### config.mk
export PLATFORM = sky130hd
export DESIGN_NAME = read_datapath
export DESIGN_NICKNAME = d
export VERILOG_FILES = /design/src/rtl/read_datapath_pkg.sv /design/src/rtl/read_datapath.sv /design/src/rtl/rdata_mapper.sv /design/src/rtl/oct_ctrl.sv /design/src/rtl/read_latency_fifo.sv
export SDC_FILE = /design/constraint.sdc
export NUM_CORES = 1
export LEC_CHECK = 0
export ABC_AREA = 1
export BUFFER_PORTS_ARGS = -buffer_cell sky130_fd_sc_hd__buf_4
export CORE_MARGIN = 2
export CORE_UTILIZATION = 42
export DETAILED_ROUTE_END_ITERATION = 7
export PLACE_DENSITY = 0.87
export SYNTH_ARGS = -nofsm -noshare
export SYNTH_HDL_FRONTEND = slang
export SYNTH_SLANG_ARGS = --single-unit
export TNS_END_PERCENT = 5
### constraint.sdc
create_clock -name pll_afi_clk -period 1.88 [get_ports pll_afi_clk]
set_input_delay 0.376 -clock pll_afi_clk [delete_from_list [all_inputs] [get_ports pll_afi_clk]]
set_output_delay 0.376 -clock pll_afi_clk [all_outputs]
set_load 0.01 [all_outputs]
### src/rtl/read_datapath_pkg.sv
`default_nettype none

package read_datapath_pkg;

	// ********************
	// Interface geometry
	// ********************

	// Memory data bits summed over all read DQS groups
	localparam int MEM_DQ_WIDTH = 16;

	// Number of read DQS groups on the interface
	localparam int MEM_READ_DQS_WIDTH = 2;

	// Data bits captured by a single DQS group
	localparam int DQ_GROUP_WIDTH = MEM_DQ_WIDTH / MEM_READ_DQS_WIDTH;

	// Half rate controller, so two AFI phases per AFI clock
	localparam int AFI_RATE_RATIO = 2;

	// DDR gives two memory beats per memory clock, so four slots per AFI cycle
	localparam int NUM_TIMESLOTS = 2 * AFI_RATE_RATIO;

	// Read data carried across the AFI in one AFI cycle
	localparam int AFI_DATA_WIDTH = MEM_DQ_WIDTH * NUM_TIMESLOTS;

	// One termination control bit per DQS group
	localparam int AFI_DQS_WIDTH = 2;

	// ********************
	// Read latency depths
	// ********************

	// Depth of the read enable shifter, which bounds the calibrated latency
	localparam int MAX_READ_LATENCY = 32;

	// Enough bits to name any tap of the shifter
	localparam int LAT_CNT_WIDTH = $clog2(MAX_READ_LATENCY);

	// Capture bus, AFI read data and the sequencer copy all share this width
	typedef logic [AFI_DATA_WIDTH-1:0] afi_data_t;

	// One bit per AFI phase
	typedef logic [AFI_RATE_RATIO-1:0] rate_mask_t;

	// Read latency in AFI cycles as tuned by the sequencer
	typedef logic [LAT_CNT_WIDTH-1:0] lat_cnt_t;

	// One bit per termination controlled group
	typedef logic [AFI_DQS_WIDTH-1:0] oct_mask_t;

endpackage

`default_nettype wire
### src/rtl/read_datapath.sv
`default_nettype none

// AFI clock side of the DDR3 PHY read path
// The read FIFOs live in the I/O blocks, so data arrives already on pll_afi_clk
module read_datapath #(
	// Extra AFI cycles in front of the read valid shifter
	parameter int EXTRA_VFIFO_SHIFT = 0,

	// Memory read latency in memory clocks, sets the termination window
	parameter int MEM_T_RL = 11
) (
	input  logic                          pll_afi_clk,
	input  logic                          reset_n_afi_clk,

	// Capture bus from the I/O FIFOs, group-major
	input  read_datapath_pkg::afi_data_t  ddio_phy_dq_i,

	// Read enables from the controller, one bit per phase
	input  read_datapath_pkg::rate_mask_t afi_rdata_en_i,
	input  read_datapath_pkg::rate_mask_t afi_rdata_en_full_i,

	// Calibrated read latency, static once calibration finishes
	input  read_datapath_pkg::lat_cnt_t   seq_read_latency_counter_i,

	// Read data toward the controller, slot-major
	output read_datapath_pkg::afi_data_t  afi_rdata_o,

	// Read data toward the sequencer, group-major
	output read_datapath_pkg::afi_data_t  phy_mux_read_fifo_q_o,

	output read_datapath_pkg::rate_mask_t afi_rdata_valid_o,
	output read_datapath_pkg::oct_mask_t  force_oct_off_o
);

	// ********************
	// Read valid path
	// ********************

	// Turns each read enable into a valid at the calibrated latency
	read_latency_fifo #(
		.EXTRA_VFIFO_SHIFT (EXTRA_VFIFO_SHIFT)
	) read_latency_fifo_i (
		.pll_afi_clk                (pll_afi_clk),
		.reset_n_afi_clk            (reset_n_afi_clk),
		.afi_rdata_en_i             (afi_rdata_en_i),
		.seq_read_latency_counter_i (seq_read_latency_counter_i),
		.afi_rdata_valid_o          (afi_rdata_valid_o)
	);

	// ********************
	// Termination control
	// ********************

	// Keeps on-die termination enabled only around read bursts
	oct_ctrl #(
		.MEM_T_RL (MEM_T_RL)
	) oct_ctrl_i (
		.pll_afi_clk         (pll_afi_clk),
		.reset_n_afi_clk     (reset_n_afi_clk),
		.afi_rdata_en_full_i (afi_rdata_en_full_i),
		.force_oct_off_o     (force_oct_off_o)
	);

	// ********************
	// Read data ordering
	// ********************

	// Pure reordering with no clock, data passes in the same cycle
	rdata_mapper rdata_mapper_i (
		.ddio_phy_dq_i         (ddio_phy_dq_i),
		.afi_rdata_o           (afi_rdata_o),
		.phy_mux_read_fifo_q_o (phy_mux_read_fifo_q_o)
	);

endmodule

`default_nettype wire

### src/rtl/rdata_mapper.sv
`default_nettype none

module rdata_mapper (
	input  read_datapath_pkg::afi_data_t ddio_phy_dq_i,
	output read_datapath_pkg::afi_data_t afi_rdata_o,
	output read_datapath_pkg::afi_data_t phy_mux_read_fifo_q_o
);

	import read_datapath_pkg::*;

	// All time slots of one DQS group in the group-major layout
	localparam int GROUP_DATA_WIDTH = NUM_TIMESLOTS * DQ_GROUP_WIDTH;

	// ********************
	// Slice reordering
	// ********************

	// The capture bus comes out of the I/O FIFOs grouped by DQS group
	// Inside each group the slices run from slot 0 upwards
	//   G1_T3 G1_T2 G1_T1 G1_T0 G0_T3 G0_T2 G0_T1 G0_T0
	// The AFI wants all groups of one slot together, oldest slot lowest
	//   G1_T3 G0_T3 G1_T2 G0_T2 G1_T1 G0_T1 G1_T0 G0_T0
	// The sequencer copy goes back to the group-major layout
	generate
		for (genvar g = 0; g < MEM_READ_DQS_WIDTH; g++)
		begin : g_group
			for (genvar t = 0; t < NUM_TIMESLOTS; t++)
			begin : g_slot
				// Position of this slice in the group-major layout
				localparam int GROUP_MAJOR_LSB = g * GROUP_DATA_WIDTH + t * DQ_GROUP_WIDTH;

				// Position of this slice in the slot-major layout
				localparam int SLOT_MAJOR_LSB = t * MEM_DQ_WIDTH + g * DQ_GROUP_WIDTH;

				// Group g at slot t as it leaves the capture FIFO
				logic [DQ_GROUP_WIDTH-1:0] capture_slice;

				// The same beat as the AFI presents it
				logic [DQ_GROUP_WIDTH-1:0] afi_slice;

				assign capture_slice = ddio_phy_dq_i[GROUP_MAJOR_LSB +: DQ_GROUP_WIDTH];
				assign afi_rdata_o[SLOT_MAJOR_LSB +: DQ_GROUP_WIDTH] = capture_slice;

				// Sequencer copy is taken from the AFI bus so it always
				// matches what the controller sees
				assign afi_slice = afi_rdata_o[SLOT_MAJOR_LSB +: DQ_GROUP_WIDTH];
				assign phy_mux_read_fifo_q_o[GROUP_MAJOR_LSB +: DQ_GROUP_WIDTH] = afi_slice;
			end
		end
	endgenerate

endmodule

`default_nettype wire

### src/rtl/oct_ctrl.sv
`default_nettype none

module oct_ctrl #(
	parameter int MEM_T_RL = 11
) (
	input  logic                          pll_afi_clk,
	input  logic                          reset_n_afi_clk,
	input  read_datapath_pkg::rate_mask_t afi_rdata_en_full_i,
	output read_datapath_pkg::oct_mask_t  force_oct_off_o
);

	import read_datapath_pkg::*;

	// Window edges in AFI cycles, derived from the memory read latency
	// Termination turns on a little before the burst and off after it
	localparam int OCT_ON_DELAY  = (MEM_T_RL > 4) ? ((MEM_T_RL - 4) / 2) : 0;
	localparam int OCT_OFF_DELAY = (MEM_T_RL + 6) / 2;

	// Retimed full enable, counted as tap 0 of the window
	logic                     en_full_q;

	// Older copies of the full enable, tap i+1 sits in bit i
	logic [OCT_OFF_DELAY-1:0] en_full_shift;

	// All taps side by side so the window is a plain slice
	logic [OCT_OFF_DELAY:0]   en_full_taps;

	// High while any read burst is expected on the bus
	logic                     read_window;

	assign en_full_taps = {en_full_shift, en_full_q};

	// Overlapping reads simply merge into one longer window
	assign read_window = |en_full_taps[OCT_OFF_DELAY:OCT_ON_DELAY];

	always_ff @(posedge pll_afi_clk or negedge reset_n_afi_clk)
	begin
		if (!reset_n_afi_clk)
		begin
			en_full_q       <= 1'b0;
			en_full_shift   <= '0;
			// termination held on during reset
			force_oct_off_o <= '0;
		end
		else
		begin
			// Only phase 0 matters since a full enable spans the AFI cycle
			en_full_q     <= afi_rdata_en_full_i[0];
			en_full_shift <= {en_full_shift[OCT_OFF_DELAY-2:0], en_full_q};

			// Every group shares the same window
			force_oct_off_o <= {AFI_DQS_WIDTH{~read_window}};
		end
	end

endmodule

`default_nettype wire

### src/rtl/read_latency_fifo.sv
`default_nettype none

module read_latency_fifo #(
	parameter int EXTRA_VFIFO_SHIFT = 0
) (
	input  logic                          pll_afi_clk,
	input  logic                          reset_n_afi_clk,
	input  read_datapath_pkg::rate_mask_t afi_rdata_en_i,
	input  read_datapath_pkg::lat_cnt_t   seq_read_latency_counter_i,
	output read_datapath_pkg::rate_mask_t afi_rdata_valid_o
);

	import read_datapath_pkg::*;

	// Read enable after the optional extra delay
	rate_mask_t en_dly;

	// ********************
	// Extra enable delay
	// ********************

	// Adds a fixed number of AFI cycles in front of the latency shifter
	// Zero cycles leaves the enable untouched and builds no flops
	generate
		if (EXTRA_VFIFO_SHIFT > 0)
		begin : g_extra_shift
			// Stage 0 holds the newest enable, the last stage feeds the shifter
			rate_mask_t [EXTRA_VFIFO_SHIFT-1:0] en_pipe;

			always_ff @(posedge pll_afi_clk or negedge reset_n_afi_clk)
			begin
				if (!reset_n_afi_clk)
				begin
					en_pipe <= '0;
				end
				else
				begin
					en_pipe[0] <= afi_rdata_en_i;
					for (int i = 1; i < EXTRA_VFIFO_SHIFT; i++)
						en_pipe[i] <= en_pipe[i-1];
				end
			end

			assign en_dly = en_pipe[EXTRA_VFIFO_SHIFT-1];
		end
		else
		begin : g_no_shift
			assign en_dly = afi_rdata_en_i;
		end
	endgenerate

	// ********************
	// Latency shifters
	// ********************

	// In half rate each enable covers both phases of the AFI cycle
	// Every phase therefore tracks enable bit 0 and the other bit plays no part
	// The phases stay separate so each valid bit has its own flop near its sink
	generate
		for (genvar p = 0; p < AFI_RATE_RATIO; p++)
		begin : g_phase
			// Bit j holds the enable that entered j cycles ago
			logic [MAX_READ_LATENCY-1:0] lat_shift;

			// Tap chosen by the sequencer, registered once
			logic                        sel_valid;

			// Final valid flop that drives the AFI
			logic                        valid_q;

			always_ff @(posedge pll_afi_clk or negedge reset_n_afi_clk)
			begin
				if (!reset_n_afi_clk)
				begin
					lat_shift <= '0;
					sel_valid <= 1'b0;
					valid_q   <= 1'b0;
				end
				else
				begin
					// A new enable can enter every cycle so many reads overlap
					lat_shift <= {lat_shift[MAX_READ_LATENCY-2:0], en_dly[0]};

					// The counter is static after calibration, so this mux
					// behaves like a fixed tap during normal traffic
					sel_valid <= lat_shift[seq_read_latency_counter_i];

					valid_q <= sel_valid;
				end
			end

			assign afi_rdata_valid_o[p] = valid_q;
		end
	endgenerate

endmodule

`default_nettype wire

**Word level (Yosys, flattened, before mapping)**

Index checks and enable logic that the tools add are counted.

- Logic and storage cells: 16
- Input bits: 75
- Bits in registers: 78

- Order comparisons: 1
- Reduce and logical (&&, ||, !) cells: 1
- Muxes and demuxes: 4
- Bitwise operators: 1

Operators with widths:

| operator | number |
|---|---|
| binary-select mux 1 bit (select 5 bit) | 2 |
| less-than comparator 5 x 6 -> 1 bit (second input constant) | 1 |
| OR reduction 6 bit | 1 |
| 2-to-1 mux 1 bit | 2 |
| NOT 1 bit | 1 |

**Logic depth before layout (Yosys ltp)**

- Depth after elaboration: 2
- Mapped depth: 11

**Cells and area by module**

A second synthesis with hierarchy kept.

- Cell total of the unflattened synthesis: 258
- Area total of the unflattened synthesis: 2481.1 µm²

By module, submodules not included:

| module | times used | cells an instance | area an instance (µm²) |
|---|---|---|---|
| read_latency_fifo | 1 | 114 | 1241.2 |
| rdata_mapper | 1 | 128 | 960.9 |
| oct_ctrl | 1 | 16 | 279.0 |

**Worst setup path before layout**

No wires, ideal clock.

- Path kind: input to register
- Start: input seq_read_latency_counter_i[0]
- End: register read_latency_fifo_i.g_phase[0].sel_valid
- Path buffers: 2
- Setup slack: 0.725 ns
- Data required time: 1.764 ns
- Arrival time: 1.039 ns
- Cell stages on the path: 11
- Cell sequence: buf_6 inv_6 buf_12 nand2_2 nand3_1 nand3_1 nand2_1 nand2_1 nand2_1 nand2_1 nand2_1

- Word-level cells in the longest chain between the ends: 2

Ends and longest elaborated chain:

| what | line | RTL |
|---|---|---|
| start: declaration | read_datapath.sv:23 | `input read_datapath_pkg::lat_cnt_t seq_read_latency_counter_i,` |
| binary-select mux 1 bit (select 5 bit) | read_latency_fifo.sv:86 | `sel_valid <= lat_shift[seq_read_latency_counter_i];` |
| 2-to-1 mux 1 bit (not written as such) | read_latency_fifo.sv:86 |  |
| end signal: assignment | read_latency_fifo.sv:86 |  |
| end: declaration | read_latency_fifo.sv:66 | `logic sel_valid;` |

No other way between the ends. The select of a mux whose other input is x is not followed.

==> summary.txt <==
die area = 6520 sq um
Design Area, Final = 1700 sq um
Critical Path Stages = 1
top-area cell type share of the netlist area = 44.5%
vias in the first global route = 951
cts hold-fix bufs = 0
DP Area = 1620 sq um
CP Max Fanout = 2
crit path launch type = flip-flop
first-pass iteration count of the detailed router = 4
run status = finished clean
number of I/O pins = 207
Non-Filler Instances = 212
slew margin rel. = 65.8%
cells after synthesis = 256
Total Power = 1.67 mW
Worst VDD drop = 614 uV
fraction of layout cells with a size suffix above 1 = 17.9%
GPL Wtd Cong = 0.806
WP data required = 1.50 ns
Detail Placement HPWL = 3860 microns
sequential fraction of the synthesis area = 44.5%
RSZ-0062 raised after global routing = no
crit end category = output pin
total track usage = 15.3%
syn avg cell area = 9.66 sq um
via/cell ratio = 4.82
final core utilization = 30.3%
deepest clock path buffer count = 2
fin crit share = 63.3%
initial DRC count = 55
Leak Pwr = 0.811 nW
CTS sink cnt = 44
Diodes inserted = 0
WL final = 4890 microns
# Post-CTS Setup Buffers = 0
Synth area leader = dfrtp_1
YS warnings = 0
Die Ht = 80.7 microns
Synth cell types = 14
share of flip-flops with an asynchronous set or reset = 100%
# rows = 27
Peak Freq = 840 MHz
number of enable flip-flop cells after synthesis = 0
Worst path max stage delay = 0.38 ns
Routed WL per cell = 23.1 microns
Final ANT Viol Nets = 0
via count = 1022
global-route wire length before repair = 6650 microns
WP buf/inv = 1
Port Buffers = 12
pwr/cell area = 980 nW/um^2
Resize count post-CTS = 0
synthesis-stage register bit count = 44
synthesis-to-layout area growth = -31.3%
Least-Margin Pin Slew = 0.512 ns
Initial Utilization = 44.1%
initial antenna violation count = 0
placed instance count = 205
Slowest-stage cell, CP = dfrtp_1
# DRC = 0
Synth top cells by count = buf_4 (131), dfrtp_1 (44), nand2_1 (40), nand3_1 (24), nand2_2 (5)
final-report hold violation count = 0
Final Net Count = 215
critical path cell sequence = buf_4
clk slew on worst S/H paths = 0.07 ns
largest net degree at the start of global routing = 45
# H-tree levels = 2
Setup Viol. Count Final = 0
Die X-Extent = 80.7 microns
Root Buffer = clkbuf_8
Syn Std Cell Area = 2470 sq um
min Tclk post-route = 1.19 ns
top_reg_cell synth = dfrtp_1
total grt overflow = 0
Core Region = 5610 sq um
Post-Syn Nets = 331
top cells by area, synth = dfrtp_1 (45%), buf_4 (40%), nand2_1 (6.1%)
Worst Reg2Reg Path Length in Cells = 8
HP Class = input pin to asynchronous set/reset pin
CTS Buf Count = 5
cell family with most CP delay = flip-flops
max_cap viols = 0
Final Skew = 0.00422 ns
Worst-Skew Late Latency = 0.29 ns
crit path DAT = 0.81 ns
TritonCTS clock tree = done
most frequent cell after synthesis = buf_4
setup TNS = 0 ns
Crit Path Class = flip-flop to output pin
fin. max-slew vios = 0
[layer usage]
layer / part of all wire [%] / track usage, % / vias to the layer above / wire [microns]
met5: 0 / 0 / - / 0
met4: 7.1 / 12.4 / 0 / 345
met3: 36 / 25.4 / 51 / 1750
met2: 33 / 14.8 / 105 / 1620
met1: 24 / 11.8 / 438 / 1180
li1: - / - / 428 / -
[per-stage QoR]
stage | setup WS, ns | hold WS [ns]
final | 0.690 | 0.0585
after CTS | 0.670 | 0.0715
after global routing | 0.651 | 0.101
after floorplan | 0.725 | 0.0804
after global placement | 0.595 | 0.332
after detailed placement | 0.559 | 0.335
[sequential cells by signal (all words and copies together), names as in the netlist]
register	flops
read_latency_fifo_i.g_phase.lat_shift	32
oct_ctrl_i.en_full_shift	8
oct_ctrl_i.en_full_q	1
oct_ctrl_i.force_oct_off_o	1
read_latency_fifo_i.g_phase.sel_valid	1
read_latency_fifo_i.g_phase.valid_q	1
[where the power goes]
group / switching [mW] / total [mW] / internal [mW]
combinational: 0.0713 / 0.115 / 0.0441
sequential: 0.0253 / 1.02 / 0.997
clock: 0.278 / 0.530 / 0.252
[placed cells by master (no fill, tap or decap), types with 3 or more instances in the layout]
cell,instances
nand2_2,5
nand2_1,40
dfrtp_1,44
buf_4,12
inv_1,3
clkbuf_8,5
nand3_1,24
[logic make-up after synthesis]
| logic type | count (synthesis) | synth area share, % |
|---|---|---|
| buf+inv | 140 | 42.6 |
| flops | 44 | 44.5 |
| simple gates | 72 | 12.8 |
[cell type report]
type / instances / area, sq um
fillers: 579 / 3910
flip-flops and latches: 44 / 1100
multi-input cells: 72 / 318
repair buffers: 12 / 90.1
well taps: 72 / 90.1
clock buffers: 6 / 72.6
inverters: 5 / 23.8
clock inverters: 1 / 5.00
[worst paths after layout]
kind,from,slack (ns),end
max,read_latency_fifo_i.g_phase[0].valid_q,0.69,afi_rdata_valid_o[1]
min,reset_n_afi_clk,0.06,read_latency_fifo_i.g_phase[1].lat_shift[7]
max reg2reg,read_latency_fifo_i.g_phase[1].lat_shift[13],0.87,read_latency_fifo_i.g_phase[0].sel_valid
min reg2reg,oct_ctrl_i.en_full_shift[0],0.35,oct_ctrl_i.en_full_shift[1]
max in group asynchronous,reset_n_afi_clk,1.47,read_latency_fifo_i.g_phase[1].lat_shift[5]
min in group pll_afi_clk,afi_rdata_en_i[0],0.19,read_latency_fifo_i.g_phase[1].lat_shift[0]
(Power assumes the default switching activity.)
